$ cat src/scc_pkg.sv
// Shared sizes, register offsets and the two-view address type for the dual wave-table block
package scc_pkg;

    // Chip and channel counts
    localparam int num_chips = 2;
    localparam int num_ch = 5;
    localparam int wave_len = 32;
    localparam int wave_idx_w = $clog2(wave_len);
    // Wide enough to number every channel wave block
    localparam int ch_w = 3;
    localparam int mem_idx_w = ch_w + wave_idx_w;
    localparam int mem_depth = num_ch * wave_len;

    // Data path widths
    localparam int sample_w = 8;
    localparam int vol_w = 4;
    localparam int period_w = 12;
    // One extra bit keeps the unsigned volume positive in the signed product
    localparam int prod_w = sample_w + vol_w + 1;
    localparam int chip_out_w = 15;
    localparam int sound_w = 16;
    localparam int ref_w = 8;

    // Standard register map
    localparam logic [7:0] std_freq_base = 8'h80;
    localparam logic [7:0] std_vol_base = 8'h8A;
    localparam logic [7:0] std_mask_addr = 8'h8F;

    // Extended register map, with the registers moved up into block 5
    localparam logic [7:0] plus_freq_base = 8'hA0;
    localparam logic [7:0] plus_vol_base = 8'hAA;
    localparam logic [7:0] plus_mask_addr = 8'hAF;

    // Standard view: bank 0 holds four channel waves, bank 1 the registers
    typedef struct packed {
        logic bank;
        logic [1:0] ch;
        logic [wave_idx_w-1:0] idx;
    } std_addr_t;

    // Extended view: blocks 0 to 4 are channel waves, block 5 the registers
    typedef struct packed {
        logic [2:0] blk;
        logic [wave_idx_w-1:0] idx;
    } plus_addr_t;

    typedef union packed {
        std_addr_t std_view;
        plus_addr_t plus_view;
    } scc_addr_u;

endpackage

$ cat src/scc_dev_ctrl.sv
// Slot mode registers and chip selects derived from device references and CPU strobes
`timescale 1ns/1ps

module scc_dev_ctrl (
    input  logic cpu_bus,
    input  logic rst_n,
    input  logic cfg_en,
    input  logic [scc_pkg::ref_w-1:0] cfg_ref,
    input  logic cfg_mode,
    input  logic cfg_plus,
    input  logic dev_en,
    input  logic [scc_pkg::ref_w-1:0] dev_ref,
    input  logic [scc_pkg::num_chips-1:0] slot_enable,
    input  logic [scc_pkg::ref_w-1:0] slot_ref [scc_pkg::num_chips],
    input  logic rd,
    input  logic wr,
    output logic [scc_pkg::num_chips-1:0] chip_sel,
    output logic [scc_pkg::num_chips-1:0] plus_chip,
    output logic [scc_pkg::num_chips-1:0] plus_mode
);

    // A chip is selected while its slot is live, addressed and accessed
    always_comb begin
        for (int i = 0; i < scc_pkg::num_chips; i++) begin
            chip_sel[i] = slot_enable[i] && (slot_ref[i] == dev_ref) && dev_en && (rd || wr);
        end
    end

    // The configuration strobe updates only the slot whose reference matches
    always_ff @(posedge cpu_bus or negedge rst_n) begin
        if (!rst_n) begin
            plus_chip <= '0;
            plus_mode <= '0;
        end else if (cfg_en) begin
            for (int i = 0; i < scc_pkg::num_chips; i++) begin
                if (slot_ref[i] == cfg_ref) begin
                    plus_chip[i] <= cfg_plus;
                    plus_mode[i] <= cfg_mode;
                end
            end
        end
    end

endmodule

$ cat config.mk
export PLATFORM = sky130hd
export DESIGN_NAME = scc_dev_ctrl
export DESIGN_NICKNAME = d
export VERILOG_FILES = /design/src/scc_pkg.sv /design/src/scc_dev_ctrl.sv
export SDC_FILE = /design/constraint.sdc
export NUM_CORES = 1
export LEC_CHECK = 0
export BUFFER_PORTS_ARGS = -buffer_cell sky130_fd_sc_hd__buf_2
export CAP_MARGIN = 20
export CORE_MARGIN = 4
export CORE_UTILIZATION = 38
export CTS_BUF_LIST = sky130_fd_sc_hd__clkbuf_8
export CTS_CLUSTER_SIZE = 40
export DETAILED_ROUTE_END_ITERATION = 8
export GPL_ROUTABILITY_DRIVEN = 0
export PLACE_DENSITY = 0.81
export SETUP_SLACK_MARGIN = 0.5
export SLEW_MARGIN = 10
export SYNTH_ARGS = -nofsm -noshare
export SYNTH_HDL_FRONTEND = slang
export SYNTH_SLANG_ARGS = --single-unit
$ cat constraint.sdc
create_clock -name cpu_bus -period 0.9 [get_ports cpu_bus]
set_input_delay 0.09 -clock cpu_bus [delete_from_list [all_inputs] [get_ports cpu_bus]]
set_output_delay 0.09 -clock cpu_bus [all_outputs]
set_load 0.05 [all_outputs]
==> flow_summary.ini, run 1 <==
[clock_tree]
post_cts_buffers = 0
h-tree-depth = 1
cts_buffer_depth = 2
cts_sinks = 4
cts_resized = 51
cts_inserted_buffers = 3
clockRootBuffer = clkbuf_8
hold_buffers = 1

[synthesis]
syn_nets = 98
yosys_warnings = 0
ys_types = 12
syn_avg_cell_area_sq_um = 9.47
synth_area_sq_um = 531
synth_seq_cells = 4
synth-seq-area-share_pct = 18.9
synth_cells = 56

[floorplan]
start_util_pct = 40.8
rows = 13
fp.dieW_um = 45.4
io_pins = 48
die_y_um = 45.4

[outcome]
status = did not finish
flow.stopped_at = 4_1_cts
error = [ERROR DPL-0033] detailed placement checks failed during check placement.

[placement]
post-place-ws_ns = -0.520
portBuffers = 47
dp_hpwl_mm = 1.60
dpl_cell_area_sq_um = 981
[kinds of logic after synthesis]
family	after synthesis	share of synthesized area, %
flip-flops	4	18.9
AND/OR/NAND/NOR	14	16.7
XOR/XNOR	32	52.8
AO/OA/AOI/OAI	2	3.07
multiplexers	4	8.49
[stage by stage]
stage / TNS (ns) / std cells
3_5_place_dp: -2.23 / 135
3_3_place_gp: -2.12 / 135
2_1_floorplan: -0.776 / 56
[Yosys cell counts, drive strengths merged]
cell type / instances / area [sq um]
nand4: 4 / 25.0
dfrtp: 4 / 100
nor4: 1 / 6.26
xnor2: 27 / 236
o2111ai: 1 / 8.76
nor3: 4 / 35.0
xor2: 5 / 43.8
nand2: 2 / 7.51
nand3: 3 / 15.0
mux2: 4 / 45.0
o211ai: 1 / 7.51
==> run 2, diff against run 1 <==
--- a/config.mk
+++ b/config.mk
@@ -7,14 +7,11 @@
 export LEC_CHECK = 0
 export BUFFER_PORTS_ARGS = -buffer_cell sky130_fd_sc_hd__buf_2
 export CAP_MARGIN = 20
-export CORE_MARGIN = 4
-export CORE_UTILIZATION = 38
-export CTS_BUF_LIST = sky130_fd_sc_hd__clkbuf_8
-export CTS_CLUSTER_SIZE = 40
+export CORE_AREA = 4 4 65 67
 export DETAILED_ROUTE_END_ITERATION = 8
+export DIE_AREA = 0 0 69 71
 export GPL_ROUTABILITY_DRIVEN = 0
-export PLACE_DENSITY = 0.81
-export SETUP_SLACK_MARGIN = 0.5
+export PLACE_DENSITY_LB_ADDON = 0.15
 export SLEW_MARGIN = 10
 export SYNTH_ARGS = -nofsm -noshare
 export SYNTH_HDL_FRONTEND = slang
==> flow_summary.ini, run 2 <==
[synthesis]
synth_most_common_cell = xnor2_1
ys_types = 12
syn_avg_cell_area_sq_um = 9.47
ys_top_cells_by_area = xnor2_1 45%, dfrtp_1 19%, mux2_2 8.5%
synth_largest_area_cell = xnor2_1
syn_nets = 98
synth_top_area_share_pct = 44.6
synth_seq_cells = 4
async_flop_share_pct = 100
synth_area_sq_um = 531
synth_edf_count = 0
synth_top_cells_by_count = 27 x xnor2_1, 5 x xor2_1, 4 x dfrtp_1, 4 x mux2_2, 4 x nand4_1
synth-seq-area-share_pct = 18.9
yosys_warnings = 0
synthFlopType = dfrtp_1
synth_cells = 56

[timing]
setup_ws_ns = -0.287
post-route-period-util_pct = 132
rsz0062_at_grt = yes
slew_viol_final = 0
worstMarginPinSlew_ns = 0.309
skew_ns = 0
slew_headroom_pct = 79.4
setup_viol = 6
hold_viol_final = 0
setup_tns_ns = -0.809
min_period_ns = 1.19
max_freq_mhz = 842

[power]
vdd_ir_drop_max_v = 0.000332
total_power_uw = 1310
leakagePower_uw = 0.000671
powerDensity_nw_per_um2 = 877

[detailed_routing]
first_pass_iters = 2
vias_per_cell = 3.82
wl_per_cell_um = 12.9
drt_iter0_drc = 11
vias = 641
wirelength_mm = 2.17
ant_nets = 0
drc = 0

[cells_and_area]
regArea_sq_um = 105
syn2layout_area_growth_pct = 182
stdcell_area_sq_um = 1500
n_antenna_cell = 0
drive_gt1_share_pct = 84.2
nets = 164
reg_top3 = plus_chip (2), plus_mode (2)
final_cell_mix = 23 x buf_6, 22 x buf_2, 14 x xnor2_2
fill_cells = 360
layout_commonest_cell = buf_6
final_util_pct = 41.2
multi_input_area_sq_um = 732

[worst_setup_path]
crit_type = input port to output pin
crit_buf_inv = 2
end_kind = output pin
worstReg2RegEnd = plus_chip[1]
cp_num_cells = 6
crit_path_max_incr_delay_ns = 0.26
critPathTopFamily = simple AND/OR/NAND/NOR gates
reg2reg_from = plus_chip[1]
startpoint_type = input port
reg2reg_slack_ns = 0.09
cp.required_ns = 0.81
path_cells = buf_8, xor2_2, nor4_2, nand3_1, nor3_4, buf_6
slowest_stage = nor4_2
path_max_fanout = 2
worst-r2r-cell-count = 1
crit_arrival_ns = 1.10
worstSetupEndpoint = chip_sel[0]
cp-startpoint = slot_ref[11]

[floorplan]
coreArea_sq_um = 3630
start_util_pct = 14.6
fp.dieW_um = 69
dieArea_sq_um = 4900
die_y_um = 71
rows = 22
io_pins = 48

[global_routing]
grt_overflow = 0
grt_pass1_vias = 731
grt_pass1_wl_mm = 3.31
antenna_found_initial = 0
grt_usage_pct = 8.43
grt_max_degree = 5

[clock_tree]
cts_buffer_depth = 2
cts_sinks = 4
clk_pin_slew_ns = 0.03
cts_tree = built
clockRootBuffer = clkbuf_8
h-tree-depth = 1
clock_latency_ns = 0.21
cts_inserted_buffers = 3
post_cts_buffers = 0

[placement]
dp_hpwl_mm = 1.76
portBuffers = 47
dpl_cell_area_sq_um = 992

[outcome]
violations = setup timing
status = finished with violations

[flow_run]
max_cap_viol_count = 0

[hold_path]
hold_path.class = input port to flop
## run 2: cell counts after synthesis
No cell type changed its count.
## run 2: per-stage QoR
step | setup slack, ns | cells | hold WS (ns)
5_1_grt | -0.363 | 168 | 0.137
6_report | -0.287 | 168 | 0.136
4_1_cts | -0.348 | 168 | 0.127
3_5_place_dp | -0.476 | 164 | -0.102
3_3_place_gp | -0.469 | 164 | -0.104
2_1_floorplan | -0.292 | 56 | -0.206
## run 2: final cells by class
cell class	count	share of cell area [%]
sequential	4	7.03
clock buffer	3	2.76
timing repair buffer	61	37.2
multi-input combinational	52	49.0
tap	48	4.02
## run 2: cell families (layout without fill, tap and decap cells)
group                  count (synthesis)  in the layout  share of synthesized area (%)
XOR/XNOR                              32             32                           52.8
AND/OR/NAND/NOR                       14             14                           16.7
multiplexers                           4              4                           8.49
flip-flops                             4              4                           18.9
AO/OA/AOI/OAI                          2              2                           3.07
buffers and inverters                  0             64                              0
## run 2: worst min path at each step
stage	startpoint	to	slack [ns]	depth (start not counted)
floorplan	rst_n	plus_chip[0]	-0.21	0
global placement	rst_n	plus_mode[0]	-0.10	1
detailed placement	rst_n	plus_mode[1]	-0.10	1
CTS	cfg_plus	plus_chip[1]	0.13	2
global route	cfg_mode	plus_mode[1]	0.14	2
finish	cfg_mode	plus_mode[0]	0.14	2
## run 2: metal layers
metal | global-route usage, % | share of wire (%) | up-vias
li1 | - | - | 323
met1 | 9.56 | 36 | 299
met2 | 15.8 | 59 | 19
met3 | 1.70 | 4.8 | 0
met4 | 2.60 | 0 | 0
met5 | 0 | 0 | -
## run 2: power breakdown
group	switching [uW]	internal [uW]
sequential	11.7	199
combinational	300	426
clock	89.7	285
## run 2: repair_timing
action / CTS / global route
setup endpoints to repair: 10 / 9
hold buffers: 1 / 0
hold endpoints to repair: 4 / 0
gates resized for setup: 52 / 39
pin swaps: 20 / 20
Note: power is estimated with default switching activity, not from simulation.
