[src/scc_pkg.sv]
// Shared sizes, register offsets and the two-view address type for the dual wave-table block
package scc_pkg;

    // Chip and channel counts
    localparam int num_chips = 2;
    localparam int num_ch = 5;
    localparam int wave_len = 32;
    localparam int wave_idx_w = $clog2(wave_len);
    // Wide enough to number every channel wave block
    localparam int ch_w = 3;
    localparam int mem_idx_w = ch_w + wave_idx_w;
    localparam int mem_depth = num_ch * wave_len;

    // Data path widths
    localparam int sample_w = 8;
    localparam int vol_w = 4;
    localparam int period_w = 12;
    // One extra bit keeps the unsigned volume positive in the signed product
    localparam int prod_w = sample_w + vol_w + 1;
    localparam int chip_out_w = 15;
    localparam int sound_w = 16;
    localparam int ref_w = 8;

    // Standard register map
    localparam logic [7:0] std_freq_base = 8'h80;
    localparam logic [7:0] std_vol_base = 8'h8A;
    localparam logic [7:0] std_mask_addr = 8'h8F;

    // Extended register map, with the registers moved up into block 5
    localparam logic [7:0] plus_freq_base = 8'hA0;
    localparam logic [7:0] plus_vol_base = 8'hAA;
    localparam logic [7:0] plus_mask_addr = 8'hAF;

    // Standard view: bank 0 holds four channel waves, bank 1 the registers
    typedef struct packed {
        logic bank;
        logic [1:0] ch;
        logic [wave_idx_w-1:0] idx;
    } std_addr_t;

    // Extended view: blocks 0 to 4 are channel waves, block 5 the registers
    typedef struct packed {
        logic [2:0] blk;
        logic [wave_idx_w-1:0] idx;
    } plus_addr_t;

    typedef union packed {
        std_addr_t std_view;
        plus_addr_t plus_view;
    } scc_addr_u;

endpackage

[src/scc_wave.sv]
// Five-channel wave-table sound chip with CPU register access, wave memory and audio sequencer
`timescale 1ns/1ps

module scc_wave (
    input  logic cpu_bus,
    input  logic rst_n,
    input  logic ce_3m58,
    input  logic sel,
    input  logic wr,
    input  logic req,
    input  logic [7:0] addr,
    input  logic [7:0] wdata,
    input  logic plus_chip,
    input  logic plus_mode,
    output logic [7:0] rd_data,
    output logic signed [scc_pkg::chip_out_w-1:0] wave
);

    // Same address byte, read through either map
    scc_pkg::scc_addr_u addr_u;

    // Address decode
    logic ext_map;
    logic [7:0] freq_base;
    logic [7:0] vol_base;
    logic [7:0] mask_addr;
    logic [7:0] freq_off;
    logic [7:0] vol_off;
    logic wave_hit;
    logic freq_hit;
    logic vol_hit;
    logic mask_hit;
    logic [scc_pkg::ch_w-1:0] cpu_ch;
    logic [scc_pkg::wave_idx_w-1:0] cpu_idx;
    logic [scc_pkg::mem_idx_w-1:0] mem_idx;
    logic [scc_pkg::ch_w-1:0] freq_ch;
    logic [scc_pkg::ch_w-1:0] vol_ch;
    logic [7:0] rd_val;
    logic wr_en;

    // Register file and wave memory
    logic [scc_pkg::sample_w-1:0] wave_mem [scc_pkg::mem_depth];
    logic [scc_pkg::period_w-1:0] period [scc_pkg::num_ch];
    logic [scc_pkg::vol_w-1:0] volume [scc_pkg::num_ch];
    logic [scc_pkg::num_ch-1:0] ch_mask;

    // Sequencer state
    logic [scc_pkg::ch_w-1:0] seq_ch;
    logic [scc_pkg::period_w-1:0] cnt [scc_pkg::num_ch];
    logic [scc_pkg::wave_idx_w-1:0] phase [scc_pkg::num_ch];
    logic [scc_pkg::ch_w-1:0] play_ch;
    logic signed [scc_pkg::sample_w-1:0] sample;
    logic signed [scc_pkg::prod_w-1:0] prod;
    logic signed [scc_pkg::chip_out_w-1:0] acc;

    assign addr_u = addr;

    // The extended map needs both an extended chip and the extended mode bit
    assign ext_map = plus_chip && plus_mode;

    // A write lands on the edge where select, write and request are all high
    assign wr_en = sel && wr && req;

    always_comb begin
        freq_base = ext_map ? scc_pkg::plus_freq_base : scc_pkg::std_freq_base;
        vol_base = ext_map ? scc_pkg::plus_vol_base : scc_pkg::std_vol_base;
        mask_addr = ext_map ? scc_pkg::plus_mask_addr : scc_pkg::std_mask_addr;

        // Offsets wrap below the base, so one compare bounds each range
        freq_off = addr - freq_base;
        vol_off = addr - vol_base;
        freq_hit = freq_off < 8'(2 * scc_pkg::num_ch);
        vol_hit = vol_off < 8'(scc_pkg::num_ch);
        mask_hit = addr == mask_addr;
        // Frequency registers come in pairs, low byte first
        freq_ch = freq_off[3:1];
        vol_ch = vol_off[scc_pkg::ch_w-1:0];

        if (ext_map) begin
            // Every channel has its own block in the extended map
            wave_hit = addr_u.plus_view.blk < 3'(scc_pkg::num_ch);
            cpu_ch = addr_u.plus_view.blk;
            cpu_idx = addr_u.plus_view.idx;
        end else begin
            // Only channels 0 to 3 are reachable, channel 4 shares the last block
            wave_hit = !addr_u.std_view.bank;
            cpu_ch = {1'b0, addr_u.std_view.ch};
            cpu_idx = addr_u.std_view.idx;
        end
        mem_idx = {cpu_ch, cpu_idx};
    end

    // Read mux, anything unmapped returns all ones
    always_comb begin
        rd_val = 8'hFF;
        if (wave_hit) begin
            rd_val = wave_mem[mem_idx];
        end else if (freq_hit) begin
            if (freq_off[0]) begin
                rd_val = 8'(period[freq_ch][scc_pkg::period_w-1:8]);
            end else begin
                rd_val = period[freq_ch][7:0];
            end
        end else if (vol_hit) begin
            rd_val = 8'(volume[vol_ch]);
        end else if (mask_hit) begin
            rd_val = 8'(ch_mask);
        end
    end

    // CPU writes into the register file and wave memory
    always_ff @(posedge cpu_bus or negedge rst_n) begin
        if (!rst_n) begin
            for (int i = 0; i < scc_pkg::mem_depth; i++) begin
                wave_mem[i] <= '0;
            end
            for (int c = 0; c < scc_pkg::num_ch; c++) begin
                period[c] <= '0;
                volume[c] <= '0;
            end
            ch_mask <= '0;
        end else if (wr_en) begin
            if (wave_hit) begin
                wave_mem[mem_idx] <= wdata;
            end else if (freq_hit) begin
                // High register only carries the top nibble of the period
                if (freq_off[0]) begin
                    period[freq_ch][scc_pkg::period_w-1:8] <= wdata[3:0];
                end else begin
                    period[freq_ch][7:0] <= wdata;
                end
            end else if (vol_hit) begin
                volume[vol_ch] <= wdata[scc_pkg::vol_w-1:0];
            end else if (mask_hit) begin
                ch_mask <= wdata[scc_pkg::num_ch-1:0];
            end
        end
    end

    // Read data is sampled every edge and idles at all ones
    always_ff @(posedge cpu_bus or negedge rst_n) begin
        if (!rst_n) begin
            rd_data <= 8'hFF;
        end else if (sel && !(wr && req)) begin
            rd_data <= rd_val;
        end else begin
            rd_data <= 8'hFF;
        end
    end

    // Product of the current channel, zero when its mask bit is clear
    always_comb begin
        // In standard mode channel 4 plays the wave of channel 3
        if (!ext_map && seq_ch == 3'(scc_pkg::num_ch - 1)) begin
            play_ch = 3'(scc_pkg::num_ch - 2);
        end else begin
            play_ch = seq_ch;
        end
        sample = $signed(wave_mem[{play_ch, phase[seq_ch]}]);
        if (ch_mask[seq_ch]) begin
            prod = sample * $signed({1'b0, volume[seq_ch]});
        end else begin
            prod = '0;
        end
    end

    // One channel per clock enable, the sum is published after channel 4
    always_ff @(posedge cpu_bus or negedge rst_n) begin
        if (!rst_n) begin
            seq_ch <= '0;
            acc <= '0;
            wave <= '0;
            for (int c = 0; c < scc_pkg::num_ch; c++) begin
                cnt[c] <= '0;
                phase[c] <= '0;
            end
        end else if (ce_3m58) begin
            // Period count expired, so reload and step to the next sample
            if (cnt[seq_ch] == '0) begin
                cnt[seq_ch] <= period[seq_ch];
                phase[seq_ch] <= phase[seq_ch] + 1'b1;
            end else begin
                cnt[seq_ch] <= cnt[seq_ch] - 1'b1;
            end

            if (seq_ch == 3'(scc_pkg::num_ch - 1)) begin
                seq_ch <= '0;
                acc <= '0;
                wave <= acc + prod;
            end else begin
                seq_ch <= seq_ch + 1'b1;
                acc <= acc + prod;
            end
        end
    end

endmodule

[config.mk]
export PLATFORM = sky130hd
export DESIGN_NAME = scc_wave
export DESIGN_NICKNAME = d
export VERILOG_FILES = /design/src/scc_pkg.sv /design/src/scc_wave.sv
export SDC_FILE = /design/constraint.sdc
export NUM_CORES = 2
export LEC_CHECK = 0
export BUFFER_PORTS_ARGS = -buffer_cell sky130_fd_sc_hd__buf_4
export CORE_MARGIN = 2
export CORE_UTILIZATION = 55
export CTS_CLUSTER_DIAMETER = 60
export DETAILED_ROUTE_END_ITERATION = 6
export GPL_ROUTABILITY_DRIVEN = 1
export MAX_ROUTING_LAYER = met4
export PLACE_DENSITY = 0.81
export SYNTH_ARGS = -nofsm -noshare
export SYNTH_HDL_FRONTEND = slang
export SYNTH_SLANG_ARGS = --single-unit
[constraint.sdc]
create_clock -name cpu_bus -period 8.3 [get_ports cpu_bus]
set_clock_uncertainty 0.2 [all_clocks]
set_input_delay 0.83 -clock cpu_bus [delete_from_list [all_inputs] [get_ports cpu_bus]]
set_output_delay 0.83 -clock cpu_bus [all_outputs]
set_load 0.02 [all_outputs]
==> flow_metrics.tcl <==
set metrics [dict create \
    setup_viol_count_final 1 \
    drtPass1Iterations 7 \
    cap_violations 1 \
    port_buffers 46 \
    wl_per_cell_um 30.2 \
    numCtsBuffers 162 \
    grt_start_max_net_pins 178 \
    yosys_warnings 0 \
    ys.flop_type "dfrtp_1" \
    wl_um 293000 \
    slew_violations 2 \
    met2_usage_pct 54.3 \
    period_minus_slack_ps 8600 \
    layout_commonest_cell "nand2_1" \
    cts_tree "yes" \
    htreeDepth 4 \
    synthArstFlopShare_pct 100 \
    cts_max_path_buffers 3 \
    p_leak_nw 44.5 \
    vias_per_cell 7.03 \
    powerDensity_nw_per_um2 342 \
    top_usage_layer "met2" \
    nNetsFinal 7619 \
    max_slew_margin_pct -17.7 \
    power_frac_comb_pct 53.2 \
    track_usage_pct 38.7 \
    chipWidth_um 391 \
    hold_viol 0 \
    netlist_area_um2 82500 \
    io_pins 47 \
    area_growth_pct 17.4 \
    p_clk_share_pct 23.4 \
    drt.antenna.violating_nets 0 \
    start_kind "flop" \
    crit_path_frequent_cell "inv_2" \
    synth_edf_count 0 \
    max_stage_delay_ps 530 \
    synth_seq_area_share_pct 45.2 \
    gp_congestion 1.05 \
    syn-mean-instance-area_um2 11.4 \
    vias 68300 \
    remaining_drc_errors 0 \
    status "complete, but fails checks" \
    netSwitchingPower_w 0.0142 \
    end_kind "flop" \
    antenna_found_initial 18 \
    final.period_utilization_pct 104 \
    path_max_fanout 6 \
    die-height_um 391 \
    most-common-layout-cells "nand2_1 (1498), dfrtp_1 (1481), mux2_2 (1395)" \
    clk_pin_slew_ps 60 \
    fillCellCount 10300 \
    worst_ep_arrival_time_ps 9100 \
    cts-root-buf "clkbuf_16" \
    fin_cells 9705 \
    cts_num_sinks 1491 \
    layout-drive-gt1-share_pct 39.6 \
    synth_nets 7361 \
    core_area_um2 149000 \
    initial_core_util_pct 55.2 \
    required_ps 8800 \
    grt_use_met1_pct 47.1 \
    hp-class "in -> reg" \
    ys_seq_elements 1491 \
    ir_worst_vdd_mv 0.246 \
    violations "capacitance limit, slew limit, setup timing" \
    seq_power_share_pct 23.4 \
    worstSetupPathType "reg -> reg" \
    dp.final_hpwl_um 183000 \
    grt_pass1_wl_um 431000 \
    dp.cells 9282 \
    grt_pass1_vias 67100 \
    clk_latency_ps 840 \
    cpMaxStageDelayCell "fa_1" \
    ys_types 82 \
    met3_usage_pct 13.4 \
    max_freq_mhz 116 \
    netlist_instances 7271 \
    intPower_w 0.0190 \
    setup_ws_ps -297 \
    grt_overflow 0 \
    worst_pin_slew_ps 1720 \
    setup-tns-final_ps -297 \
    swShare_pct 42.8 \
    rsz0062_at_grt "true" \
    fp-row-count 142 \
    drt_iter0_drc 10400 \
    die-area_um2 153000 \
]
-- per-stage QoR --
step | utilization, % | area, µm² | hold slack [ps] | total power, W | worst slack, ps
global route | 64.9 | 96900 | 170 | 0.0339 | -405
CTS | 63.8 | 95300 | 158 | 0.0307 | -33.8
global placement | 58.9 | 88000 | 257 | 0.0212 | -879
floorplan | - | 82800 | 245 | 0.0149 | 10.9
finish | 64.9 | 96900 | 195 | 0.0332 | -297
detailed placement | 58.9 | 88000 | 269 | 0.0214 | -963
-- routing by layer --
layer / part of all wire, % / vias up
met5: 0 / -
met1: 34 / 34200
li1: - / 27100
met4: 8.2 / 0
met2: 43 / 5477
met3: 14 / 1509
-- path summary, 6_finish.rpt --
| kind | depth (start not counted) | from | slack, ps | endpoint |
|---|---|---|---|---|
| min in group asynchronous | 2 | rst_n | 500 | cnt[20]$_DFFE_PN0P_ |
| max in group asynchronous | 4 | rst_n | 5190 | wave_mem[830]$_DFFE_PN0P_ |
| max reg2reg | 41 | seq_ch[0]$_DFFE_PN0P_ | -300 | wave[14]$_DFFE_PN0P_ |
| min reg2reg | 2 | wave[9]$_DFFE_PN0P_ | 280 | wave[9]$_DFFE_PN0P_ |
| min | 2 | ce_3m58 | 190 | seq_ch[0]$_DFFE_PN0P_ |
| max | 41 | seq_ch[0]$_DFFE_PN0P_ | -300 | wave[14]$_DFFE_PN0P_ |
-- state kept, by name (all words and copies together), names as in the netlist --
name / count
wave_mem: 1280
cnt: 60
period: 60
phase: 25
volume: 20
acc: 15
wave: 15
rd_data: 8
ch_mask: 5
seq_ch: 3
-- critical path, delay by kind of cell, from the launching register on --
family          cells  cell delay (ps)
compound gates     17             3760
fa+ha+maj           5             1640
buf+inv             9             1060
simple gates        8              740
mux                 2              610
flops               1              430
-- timing repair --
| action | in CTS | in global routing |
|---|---|---|
| buffers inserted | 45 | 45 |
| gates cloned | 12 | 5 |
| gates resized for setup | 150 | 205 |
| pin swaps | 57 | 92 |
| hold endpoints to repair | 140 | 0 |
| hold buffers | 1 | 0 |
| setup endpoints to repair | 8 | 8 |
-- cell usage after synthesis, drive strengths merged, types with 27 or more instances --
library cell  count  area, µm²
nor3             41        221
a31oi            41        257
o22ai            28        175
mux2           1397      15700
o21ai           129        657
nand2          1501       5640
a311oi          179       1570
inv              63        239
and3             77        482
mux2i            89        891
dfrtp          1483      37100
clkbuf          371       1390
a21oi           121        624
a22oi            27        216
buf             221       1040
a211oi           34        255
mux4            425       9570
nand3           606       3030
nor2            149        559
ha               48        601
-- power groups by stage --
stage | Clock (W) | Sequential, W | Combinational (W)
after floorplan | 0 | 0.00781 | 0.00712
after global placement | 0 | 0.00783 | 0.0133
after detailed placement | 0 | 0.00785 | 0.0135
after CTS | 0.00775 | 0.00773 | 0.0153
after global routing | 0.00806 | 0.00777 | 0.0181
final | 0.00776 | 0.00775 | 0.0177
-- final cells by class --
cell class / instances / area (µm²) / area share [%]
Timing Repair inverter: 2 / 46.3 / 0.0478
Timing Repair Buffer: 684 / 6890 / 7.11
Antenna cell: 22 / 55.1 / 0.0568
Sequential cell: 1491 / 37300 / 38.5
Inverter: 65 / 273 / 0.281
Multi-Input combinational cell: 5123 / 44100 / 45.5
Clock inverter: 75 / 1050 / 1.08
Clock buffer: 227 / 4670 / 4.82
Tap cell: 2016 / 2520 / 2.60
-- logic make-up (layout without fill, tap and decap cells) --
logic type	Yosys count	count (layout)	synth area share, %
AOI/OAI and AO/OA	657	657	5.57
xor gates and xnor gates	35	35	0.371
adders and majority gates	66	66	1.16
buffers and inverters	657	1053	3.25
DFF	1491	1491	45.2
muxes	1911	1911	31.7
other	0	22	0
and+or+nand+nor	2454	2454	12.7
Note: power is estimated with default switching activity, not from simulation.
