### src/scc_pkg.sv
// Shared sizes, register offsets and the two-view address type for the dual wave-table block
package scc_pkg;

    // Chip and channel counts
    localparam int num_chips = 2;
    localparam int num_ch = 5;
    localparam int wave_len = 32;
    localparam int wave_idx_w = $clog2(wave_len);
    // Wide enough to number every channel wave block
    localparam int ch_w = 3;
    localparam int mem_idx_w = ch_w + wave_idx_w;
    localparam int mem_depth = num_ch * wave_len;

    // Data path widths
    localparam int sample_w = 8;
    localparam int vol_w = 4;
    localparam int period_w = 12;
    // One extra bit keeps the unsigned volume positive in the signed product
    localparam int prod_w = sample_w + vol_w + 1;
    localparam int chip_out_w = 15;
    localparam int sound_w = 16;
    localparam int ref_w = 8;

    // Standard register map
    localparam logic [7:0] std_freq_base = 8'h80;
    localparam logic [7:0] std_vol_base = 8'h8A;
    localparam logic [7:0] std_mask_addr = 8'h8F;

    // Extended register map, with the registers moved up into block 5
    localparam logic [7:0] plus_freq_base = 8'hA0;
    localparam logic [7:0] plus_vol_base = 8'hAA;
    localparam logic [7:0] plus_mask_addr = 8'hAF;

    // Standard view: bank 0 holds four channel waves, bank 1 the registers
    typedef struct packed {
        logic bank;
        logic [1:0] ch;
        logic [wave_idx_w-1:0] idx;
    } std_addr_t;

    // Extended view: blocks 0 to 4 are channel waves, block 5 the registers
    typedef struct packed {
        logic [2:0] blk;
        logic [wave_idx_w-1:0] idx;
    } plus_addr_t;

    typedef union packed {
        std_addr_t std_view;
        plus_addr_t plus_view;
    } scc_addr_u;

endpackage

### src/scc_mix.sv
// Sums the audio of both chips and merges their read data onto the CPU bus
`timescale 1ns/1ps

module scc_mix (
    input  logic signed [scc_pkg::chip_out_w-1:0] wave_a,
    input  logic signed [scc_pkg::chip_out_w-1:0] wave_b,
    input  logic [7:0] rd_data_a,
    input  logic [7:0] rd_data_b,
    input  logic [scc_pkg::num_chips-1:0] slot_enable,
    input  logic rd,
    output logic signed [scc_pkg::sound_w-1:0] sound,
    output logic [7:0] rdata
);

    localparam int ext_w = scc_pkg::sound_w - scc_pkg::chip_out_w;

    logic signed [scc_pkg::sound_w-1:0] part_a;
    logic signed [scc_pkg::sound_w-1:0] part_b;

    // Disabled slots drop out of the sum entirely
    always_comb begin
        part_a = '0;
        part_b = '0;
        if (slot_enable[0]) begin
            part_a = {{ext_w{wave_a[scc_pkg::chip_out_w-1]}}, wave_a};
        end
        if (slot_enable[1]) begin
            part_b = {{ext_w{wave_b[scc_pkg::chip_out_w-1]}}, wave_b};
        end
        sound = part_a + part_b;
    end

    // An idle chip drives all ones, so AND picks the one that answers
    assign rdata = rd ? (rd_data_a & rd_data_b) : 8'hFF;

endmodule

### config.mk
export PLATFORM = sky130hd
export DESIGN_NAME = scc_mix
export DESIGN_NICKNAME = d
export VERILOG_FILES = /design/src/scc_pkg.sv /design/src/scc_mix.sv
export SDC_FILE = /design/constraint.sdc
export NUM_CORES = 1
export LEC_CHECK = 0
export BUFFER_PORTS_ARGS = -buffer_cell sky130_fd_sc_hd__buf_2
export CAP_MARGIN = 20
export CORE_UTILIZATION = 40
export DETAILED_ROUTE_END_ITERATION = 8
export PLACE_DENSITY_LB_ADDON = 0.15
export RECOVER_POWER = 100
export SLEW_MARGIN = 20
export SYNTH_ARGS = -nofsm -noshare
export SYNTH_HDL_FRONTEND = slang
export SYNTH_SLANG_ARGS = --single-unit
export TNS_END_PERCENT = 10
### constraint.sdc
create_clock -name vclk -period 3.7
set_input_delay 0.74 -clock vclk [all_inputs]
set_output_delay 0.74 -clock vclk [all_outputs]
set_load 0.02 [all_outputs]
==> results of run 1 <==
[metal layers]
layer	vias up	part of all wire, %
li1	683	-
met1	547	46
met2	72	47
met3	0	7.3
met4	0	0
met5	-	0
[where the power goes]
| group | internal (mW) | switching, mW | total (mW) |
|---|---|---|---|
| logic | 0.0869 | 0.124 | 0.211 |
| clock network | 0 | 0 | 0 |
| registers | 0 | 0 | 0 |
[logic make-up (layout without fill, tap and decap cells)]
group / after synthesis / after routing / share of synthesized area (%)
fa+ha+maj: 16 / 16 / 20.6
simple gates: 82 / 82 / 41.4
compound gates: 38 / 38 / 26.0
buf+inv: 7 / 78 / 3.35
xor+xnor: 10 / 10 / 8.67
[metrics by stage]
step           instance area, µm²  worst slack, ns
2_1_floorplan                1010            0.165
3_3_place_gp                 1410            0.126
3_5_place_dp                 1410           0.0860
4_1_cts                      1410           0.0662
5_1_grt                      1400           0.0410
6_report                     1400            0.133
[critical path: cells and delay by family]
| family | cells | cell delay [ns] |
|---|---|---|
| AO/OA/AOI/OAI | 3 | 0.78 |
| adder cells (fa/ha/maj) | 2 | 0.58 |
| buffers and inverters | 2 | 0.33 |
| AND/OR/NAND/NOR | 2 | 0.27 |
| XOR/XNOR | 1 | 0.13 |
[cells in the mapped netlist, types with 4 or more instances]
cell type / n / area [µm²]
o21ai_0: 4 / 20.0
clkbuf_1: 4 / 15.0
a21o_1: 4 / 30.0
ha_1: 15 / 188
a21oi_1: 15 / 75.1
nand2_1: 28 / 105
nor2_1: 6 / 22.5
and2_1: 31 / 194
xnor2_1: 7 / 61.3
a211oi_1: 4 / 30.0
nand3_1: 7 / 35.0
[timing repair]
action                     4_1_cts  5_1_grt
setup buffers                    0        0
resized for setup                0        5
setup endpoints to repair        0        4
hold buffers                     0        0
[how the worst min path moves through the flow]
stage,cells past startpoint,endpoint,startpoint,slack (ns)
CTS,4,rdata[2],rd_data_b[2],1.80
global route,4,rdata[3],rd_data_a[3],1.83
finish,4,rdata[3],rd_data_a[3],1.80
global placement,4,rdata[2],rd_data_b[2],1.79
detailed placement,4,rdata[2],rd_data_b[2],1.79
floorplan,2,rdata[0],rd_data_b[0],1.65
[cell type report]
| class | instances | area (µm²) | share of cell area [%] |
|---|---|---|---|
| tap | 28 | 35.0 | 2.50 |
| timing repair buffer | 76 | 369 | 26.3 |
| multi-input combinational | 146 | 992 | 70.7 |
| inverter | 2 | 7.51 | 0.535 |
==> out/qor.txt, run 1 <==
Critical Path Slowest Stage Cell -> fa_2
Worst Setup SP -> slot_enable[1]
Placed Instances -> 252
GRT Max-Usage Layer -> met2
Total global routing overflow -> 0
RSZ-0062 raised after global routing -> no
Ports -> 73
1st-pass router iterations -> 4
Wire length of the first global-routing pass -> 4.71 mm
Row count -> 17
Final core occ -> 61.1%
Share of cells above drive strength 1 -> 29.9%
Layout Cells excl Fill -> 252
LEAKAGE -> 0.739 nW
Vias in the first global route -> 1202
# DRC -> 0
Final Hold Fails -> 0
# setup viols final -> 0
Die Ht -> 52.2 µm
Design Power -> 0.211 mW
Met1 usage -> 26.6%
Routed WL -> 2.94 mm
Crit share post-route -> 96.4%
Via Count -> 1302
I/O Buffers -> 73
Iteration-0 DRC Markers -> 16
Core area -> 2300 µm²
Final HPWL DP -> 2.51 mm
Syn_nets -> 218
Worst setup SP type -> input pin
CP required -> 2.96 ns
Most frequent cells in the layout -> 51 x buf_2, 31 x and2_1, 28 x nand2_1
Largest net degree at the start of global routing -> 10
Fin crit period -> 3.57 ns
Critical Path End -> sound[8]
Final Max Slew Viols -> 0
YS warnings -> 0
Max rail drop VDD -> 87.6 µV
Worst Path Arrival -> 2.83 ns
Max-cap check violation count -> 0
Crit path kind -> in2out
Post-synthesis cell count -> 153
Initial antenna violation count -> 0
Final GP Congestion -> 0.778
CLK BUF -> 0
Max FO, Critical Path -> 8
Met2 Use GR -> 45.9%
Setup TNS -> 0 ns
M3 GR Usage -> 0%
Hold slack final -> 1.80 ns
CP max stage delay -> 0.37 ns
Fin nets -> 291
Worst slew margin -> 72.4%
Hold WC Path Type -> in2out
N_diodes -> 0
FFs & Latches -> 0
Global Route Usage Sum -> 22.2%
Setup crit end kind -> output pin
Most common cell after layout, fill and taps aside -> buf_2
Sequential area share after synthesis -> 0%
Worst Tran Pin Value -> 0.414 ns
Maximum clock rate -> 280 MHz
CP cell instances -> buf_2 -> and2_1 -> ha_1 -> fa_2 -> a21o_4 -> a311oi_4 -> nor2_2 -> a21bo_1 -> xor2_1 -> clkbuf_2
Area Overhead vs Synth -> 39.0%
WL/cell -> 11.7 µm
Filler instances -> 220
Status -> finished clean
Mapped Area -> 1010 µm²
Via density -> 5.17
Register area -> 0 µm²
Cell Pwr Density -> 150 nW/µm²
Post-Syn Area per Cell -> 6.60 µm²
Library cells used by synthesis -> 31
Initial Utilization -> 44.0%
DRT antenna net count -> 0
Die area -> 2730 µm²
Chip width -> 52.2 µm
Power figures use the tool's default switching activity.
==> run 2, diff against run 1 <==
--- a/config.mk
+++ b/config.mk
@@ -8,4 +8,5 @@
 export BUFFER_PORTS_ARGS = -buffer_cell sky130_fd_sc_hd__buf_2
 export CAP_MARGIN = 20
+export CORE_MARGIN = 5
 export CORE_UTILIZATION = 40
 export DETAILED_ROUTE_END_ITERATION = 8
==> constraint.sdc (replaced) <==
create_clock -name vclk -period 3.7
set_input_delay 0.555 -clock vclk [all_inputs]
set_output_delay 0.555 -clock vclk [all_outputs]
set_load 0.02 [all_outputs]
==> run 2 against run 1 <==
Against the previous run:
- worst hold slack worse by 0.37 ns
- count of clock-buffer cells in the layout stayed put
- global-route usage is 4.9 points lower
- flip-flop and latch count stayed put
- via count is 0.23% higher
- first-iteration DRC count is 25% higher
- non-clock buffer count is 3 lower
- final area is 3.3% lower
- final cell count is 0.40% lower
- routed wire length is 7.5% higher
- critical path type unchanged
- largest power group unchanged
- highest routed layer unchanged
==> out/qor.txt, run 2 (same netlist as run 1, synthesis figures left out) <==
Status -> finished clean
Max FO, Critical Path -> 15 (+7)
Design Power -> 0.203 mW (-3.7%)
Register area -> 0 µm² (unchanged)
Most common cell after layout, fill and taps aside -> buf_2
Share of cells above drive strength 1 -> 26.2% (-3.7 points)
Crit path kind -> in2out
N_diodes -> 0 (unchanged)
Setup ws final -> 0.319 ns (+0.187 ns)
Via Count -> 1305 (+0.23%)
Hold slack final -> 1.43 ns (-0.371 ns)
Final GP Congestion -> 0.865 (+11%)
Setup crit end kind -> output pin
Final non-filler cell area -> 1360 µm² (-3.3%)
Hold WC Path Type -> in2out
Placed Area -> 1390 µm² (-1.4%)
Worst Tran Pin Value -> 0.447 ns (+0.0325 ns)
Vias in the first global route -> 1283 (+6.7%)
Largest net degree at the start of global routing -> 16 (+6)
Iteration-0 DRC Markers -> 20 (+4)
Total global routing overflow -> 0 (unchanged)
Routed WL -> 3.16 mm (+7.5%)
Final HPWL DP -> 2.74 mm (+9.1%)
Met3 WL -> 300 µm (+40%)
Worst setup SP type -> input pin
1st-pass router iterations -> 4 (unchanged)
RSZ-0062 raised after global routing -> no
Crit share post-route -> 91.4% (-5.0 points)
Worst slew margin -> 70.2% (-2.2 points)
Worst Path Arrival -> 2.83 ns (about the same)
Initial antenna violation count -> 0 (unchanged)
DRT antenna net count -> 0 (unchanged)
Chip width -> 60.2 µm (+15%)
Core area -> 2450 µm² (+6.9%)
Final Max Slew Viols -> 0 (unchanged)
Ports -> 73 (unchanged)
FFs & Latches -> 0 (unchanged)
Fin nets -> 288 (-1.0%)
CP required -> 3.14 ns (+0.18 ns)
CLK BUF -> 0 (unchanged)
Pre-CTS setup slack -> 0.373 ns (+0.287 ns)
# setup viols final -> 0 (unchanged)
Final Hold Fails -> 0 (unchanged)
Post-cts resize count -> 0 (unchanged)
I/O Buffers -> 73 (unchanged)
LEAKAGE -> 0.714 nW (-3.4%)
Global Route Usage Sum -> 17.3% (-4.9 points)
Area Overhead vs Synth -> 34.4%
Post-CTS Hold Buffers -> 0 (unchanged)
Max rail drop VDD -> 84.5 µV (-3.6%)
Row count -> 18 (+1)
Die area -> 3630 µm² (+33%)
# DRC -> 0 (unchanged)
Fin crit period -> 3.38 ns (-0.187 ns)
Most frequent cells in the layout -> 53 x buf_2, 30 x and2_1, 28 x nand2_1
Initial Utilization -> 41.1% (-2.8 points)
Uppermost layer routed -> met3
Post-CTS setup buffers -> 0 (unchanged)
Wire length of the first global-routing pass -> 5.00 mm (+6.2%)
Via density -> 5.20 (+0.63%)
Die Ht -> 60.2 µm (+15%)
Setup TNS -> 0 ns (unchanged)
Max-cap check violation count -> 0 (unchanged)
Maximum clock rate -> 296 MHz (+5.5%)
WL/cell -> 12.6 µm (+8.0%)
Met2 WL post-DR -> 1.56 mm (+12%)
M1 WL -> 1.31 mm (-2.6%)
Cell Pwr Density -> 150 nW/µm² (-0.46%)
run 2: changes by cell type in the layout (fill, tap and decap cells not counted), sizes merged:
cell / before / now
clkbuf: 21 / 20
buf: 55 / 53
run 2: layout make-up:
cell class         instances  area [µm²]
multi-input cells        146         972
well taps                 30        37.5
fillers                  279        1100
inverters                  2        7.51
repair buffers            73         340
run 2: final timing paths:
path	slack, ns	cells after the start	to	startpoint
worst max-delay path	0.32	10	sound[8]	slot_enable[0]
worst min-delay path	1.43	4	rdata[7]	rd_data_b[7]
run 2: per-stage QoR:
stage                     cells  utilization, %
after floorplan             153               -
after global placement      251            56.5
after detailed placement    251            56.5
after CTS                   251            56.5
after global routing        251            55.3
final                       251            55.3
run 2: power breakdown:
group / switching [mW] / total, mW / leakage (nW) / internal (mW)
Combinational: 0.122 / 0.203 / 0.714 / 0.0810
Clock: 0 / 0 / 0 / 0
Sequential: 0 / 0 / 0 / 0
run 2: per-layer routing:
metal | up-vias | track usage [%]
met2 | 57 | 34.6
met4 | 0 | 0.949
met5 | - | 0
li1 | 675 | -
met3 | 0 | 2.38
met1 | 573 | 19.9
run 2: critical path, cell delays in order:
cell,delay (ns)
buf_2,0.18
and2_1,0.18
ha_1,0.21
fa_1,0.42
a21o_4,0.25
a311oi_2,0.29
nor2_1,0.15
a21bo_1,0.22
xor2_1,0.12
clkbuf_1,0.24
==> run 3, diff against run 2 <==
- SETUP_SLACK_MARGIN: unset -> 0.2
- clock period: 3.7 -> 4.29 ns (I/O delays scaled with it)
==> run 3 against run 2 <==
Against the previous run:
- final cell count did not move
- first-iteration DRC count unchanged
- non-clock buffer count is the same
- worst setup slack gained 0.26 ns
- die area did not move
- critical endpoint unchanged
- largest cell class unchanged
- largest power group unchanged
==> out/qor.txt, run 3 (same netlist as run 1, synthesis figures left out) <==
Status -> finished clean
N_diodes -> 0 (unchanged)
M3 GR Usage -> 2.38% (unchanged)
Clk network pwr share -> 0% (unchanged)
Met2 Use GR -> 34.6% (unchanged)
Filler instances -> 278 (-0.36%)
Layout Cells excl Fill -> 251 (unchanged)
Chip width -> 60.2 µm (unchanged)
Setup crit end kind -> output pin
Fin nets -> 288 (unchanged)
Row count -> 18 (unchanged)
FFs & Latches -> 0 (unchanged)
Final GP Congestion -> 0.865 (unchanged)
Setup TNS -> 0 ns (unchanged)
Share of cells above drive strength 1 -> 26.2% (unchanged)
LEAKAGE -> 0.713 nW (about the same)
Iteration-0 DRC Markers -> 20 (unchanged)
Post-CTS setup buffers -> 0 (unchanged)
Sequential share of power -> 0% (unchanged)
Final core occ -> 55.3% (unchanged)
Pre-CTS setup slack -> 0.786 ns (+0.413 ns)
Worst Tran Pin Value -> 0.560 ns (+0.113 ns)
Worst Path Arrival -> 3.06 ns (+0.23 ns)
Max-cap check violation count -> 0 (unchanged)
GRT Max-Usage Layer -> met2
Largest net degree at the start of global routing -> 16 (unchanged)
Via density -> 5.20 (about the same)
Global Route Usage Sum -> 17.3% (unchanged)
Most common cell after layout, fill and taps aside -> buf_2
Final HPWL DP -> 2.74 mm (unchanged)
Vias in the first global route -> 1283 (unchanged)
Die area -> 3630 µm² (unchanged)
Total global routing overflow -> 0 (unchanged)
Hold slack final -> 1.60 ns (+0.177 ns)
Fin crit period -> 3.71 ns
Final Max Slew Viols -> 0 (unchanged)
Cell Pwr Density -> 129 nW/µm² (-14%)
1st-pass router iterations -> 5 (+1)
Hold WC Path Type -> in2out
Max FO, Critical Path -> 15 (unchanged)
Via Count -> 1306 (+0.077%)
# DRC -> 0 (unchanged)
Max rail drop VDD -> 72.8 µV (-14%)
WL/cell -> 12.6 µm (about the same)
Net switching power -> 0.105 mW (-14%)
Post-cts resize count -> 0 (unchanged)
Wire length of the first global-routing pass -> 5.00 mm (unchanged)
Worst slew margin -> 62.7% (-7.5 points)
Design Power -> 0.175 mW (-14%)
CLK BUF -> 0 (unchanged)
Crit path kind -> in2out
Core area -> 2450 µm² (unchanged)
Int Power -> 0.0700 mW (-14%)
Final non-filler cell area -> 1360 µm² (unchanged)
Setup ws final -> 0.582 ns (+0.263 ns)
Routed WL -> 3.16 mm (about the same)
RSZ-0062 raised after global routing -> no
Placed Area -> 1390 µm² (unchanged)
Die Ht -> 60.2 µm (unchanged)
WHS Path Cells -> 4 (unchanged)
Post-CTS Hold Buffers -> 0 (unchanged)
# setup viols final -> 0 (unchanged)
Placed Instances -> 251 (unchanged)
Ports -> 73 (unchanged)
I/O Buffers -> 73 (unchanged)
Area Overhead vs Synth -> 34.4% (unchanged)
Crit share post-route -> 86.4%
Register area -> 0 µm² (unchanged)
CP required -> 3.65 ns (+0.51 ns)
DRT antenna net count -> 0 (unchanged)
Net Sw Frac -> 60.1% (about the same)
Initial antenna violation count -> 0 (unchanged)
Final Hold Fails -> 0 (unchanged)
Most frequent cells in the layout -> 53 x buf_2, 29 x and2_1, 28 x nand2_1
Combinational Power Share -> 100.0% (about the same)
Met1 usage -> 19.9% (unchanged)
Initial Utilization -> 41.1% (unchanged)
Maximum clock rate -> 270 MHz
Worst setup SP type -> input pin
-- run 3: changes by cell type in the layout (fill, tap and decap cells not counted) --
cell and change:
and2_0 +1, and2_1 -1
-- run 3: layer usage --
metal  wire, µm  vias to the layer above
met1       1280                      573
met2       1560                       59
li1           -                      674
met4          0                        0
met5          0                        -
met3        322                        0
-- run 3: area by class of cell --
cell class,instances,area (µm²),area share (%)
repair buffers,73,340,25.1
well taps,30,37.5,2.76
inverters,2,7.51,0.553
multi-input cells,146,972,71.6
-- run 3: path summary, 6_finish.rpt --
path | start | to | slack [ns]
worst max-delay path | slot_enable[0] | sound[8] | 0.58
worst min-delay path | rd_data_b[7] | rdata[7] | 1.60
-- run 3: power by group through the flow --
| stage | combinational, mW | clock, mW | sequential [mW] |
|---|---|---|---|
| after floorplan | 0.123 | 0 | 0 |
| after global placement | 0.179 | 0 | 0 |
| after detailed placement | 0.182 | 0 | 0 |
| after CTS | 0.183 | 0 | 0 |
| after global routing | 0.194 | 0 | 0 |
| final | 0.175 | 0 | 0 |
-- run 3: worst max-delay path: stages --
cell and delay [ns]:
clkbuf_1 0.26, and2_0 0.26, ha_1 0.22, fa_1 0.42
a21o_4 0.25, a311oi_2 0.29, nor2_1 0.15, a21bo_1 0.22
xor2_1 0.12, clkbuf_1 0.24
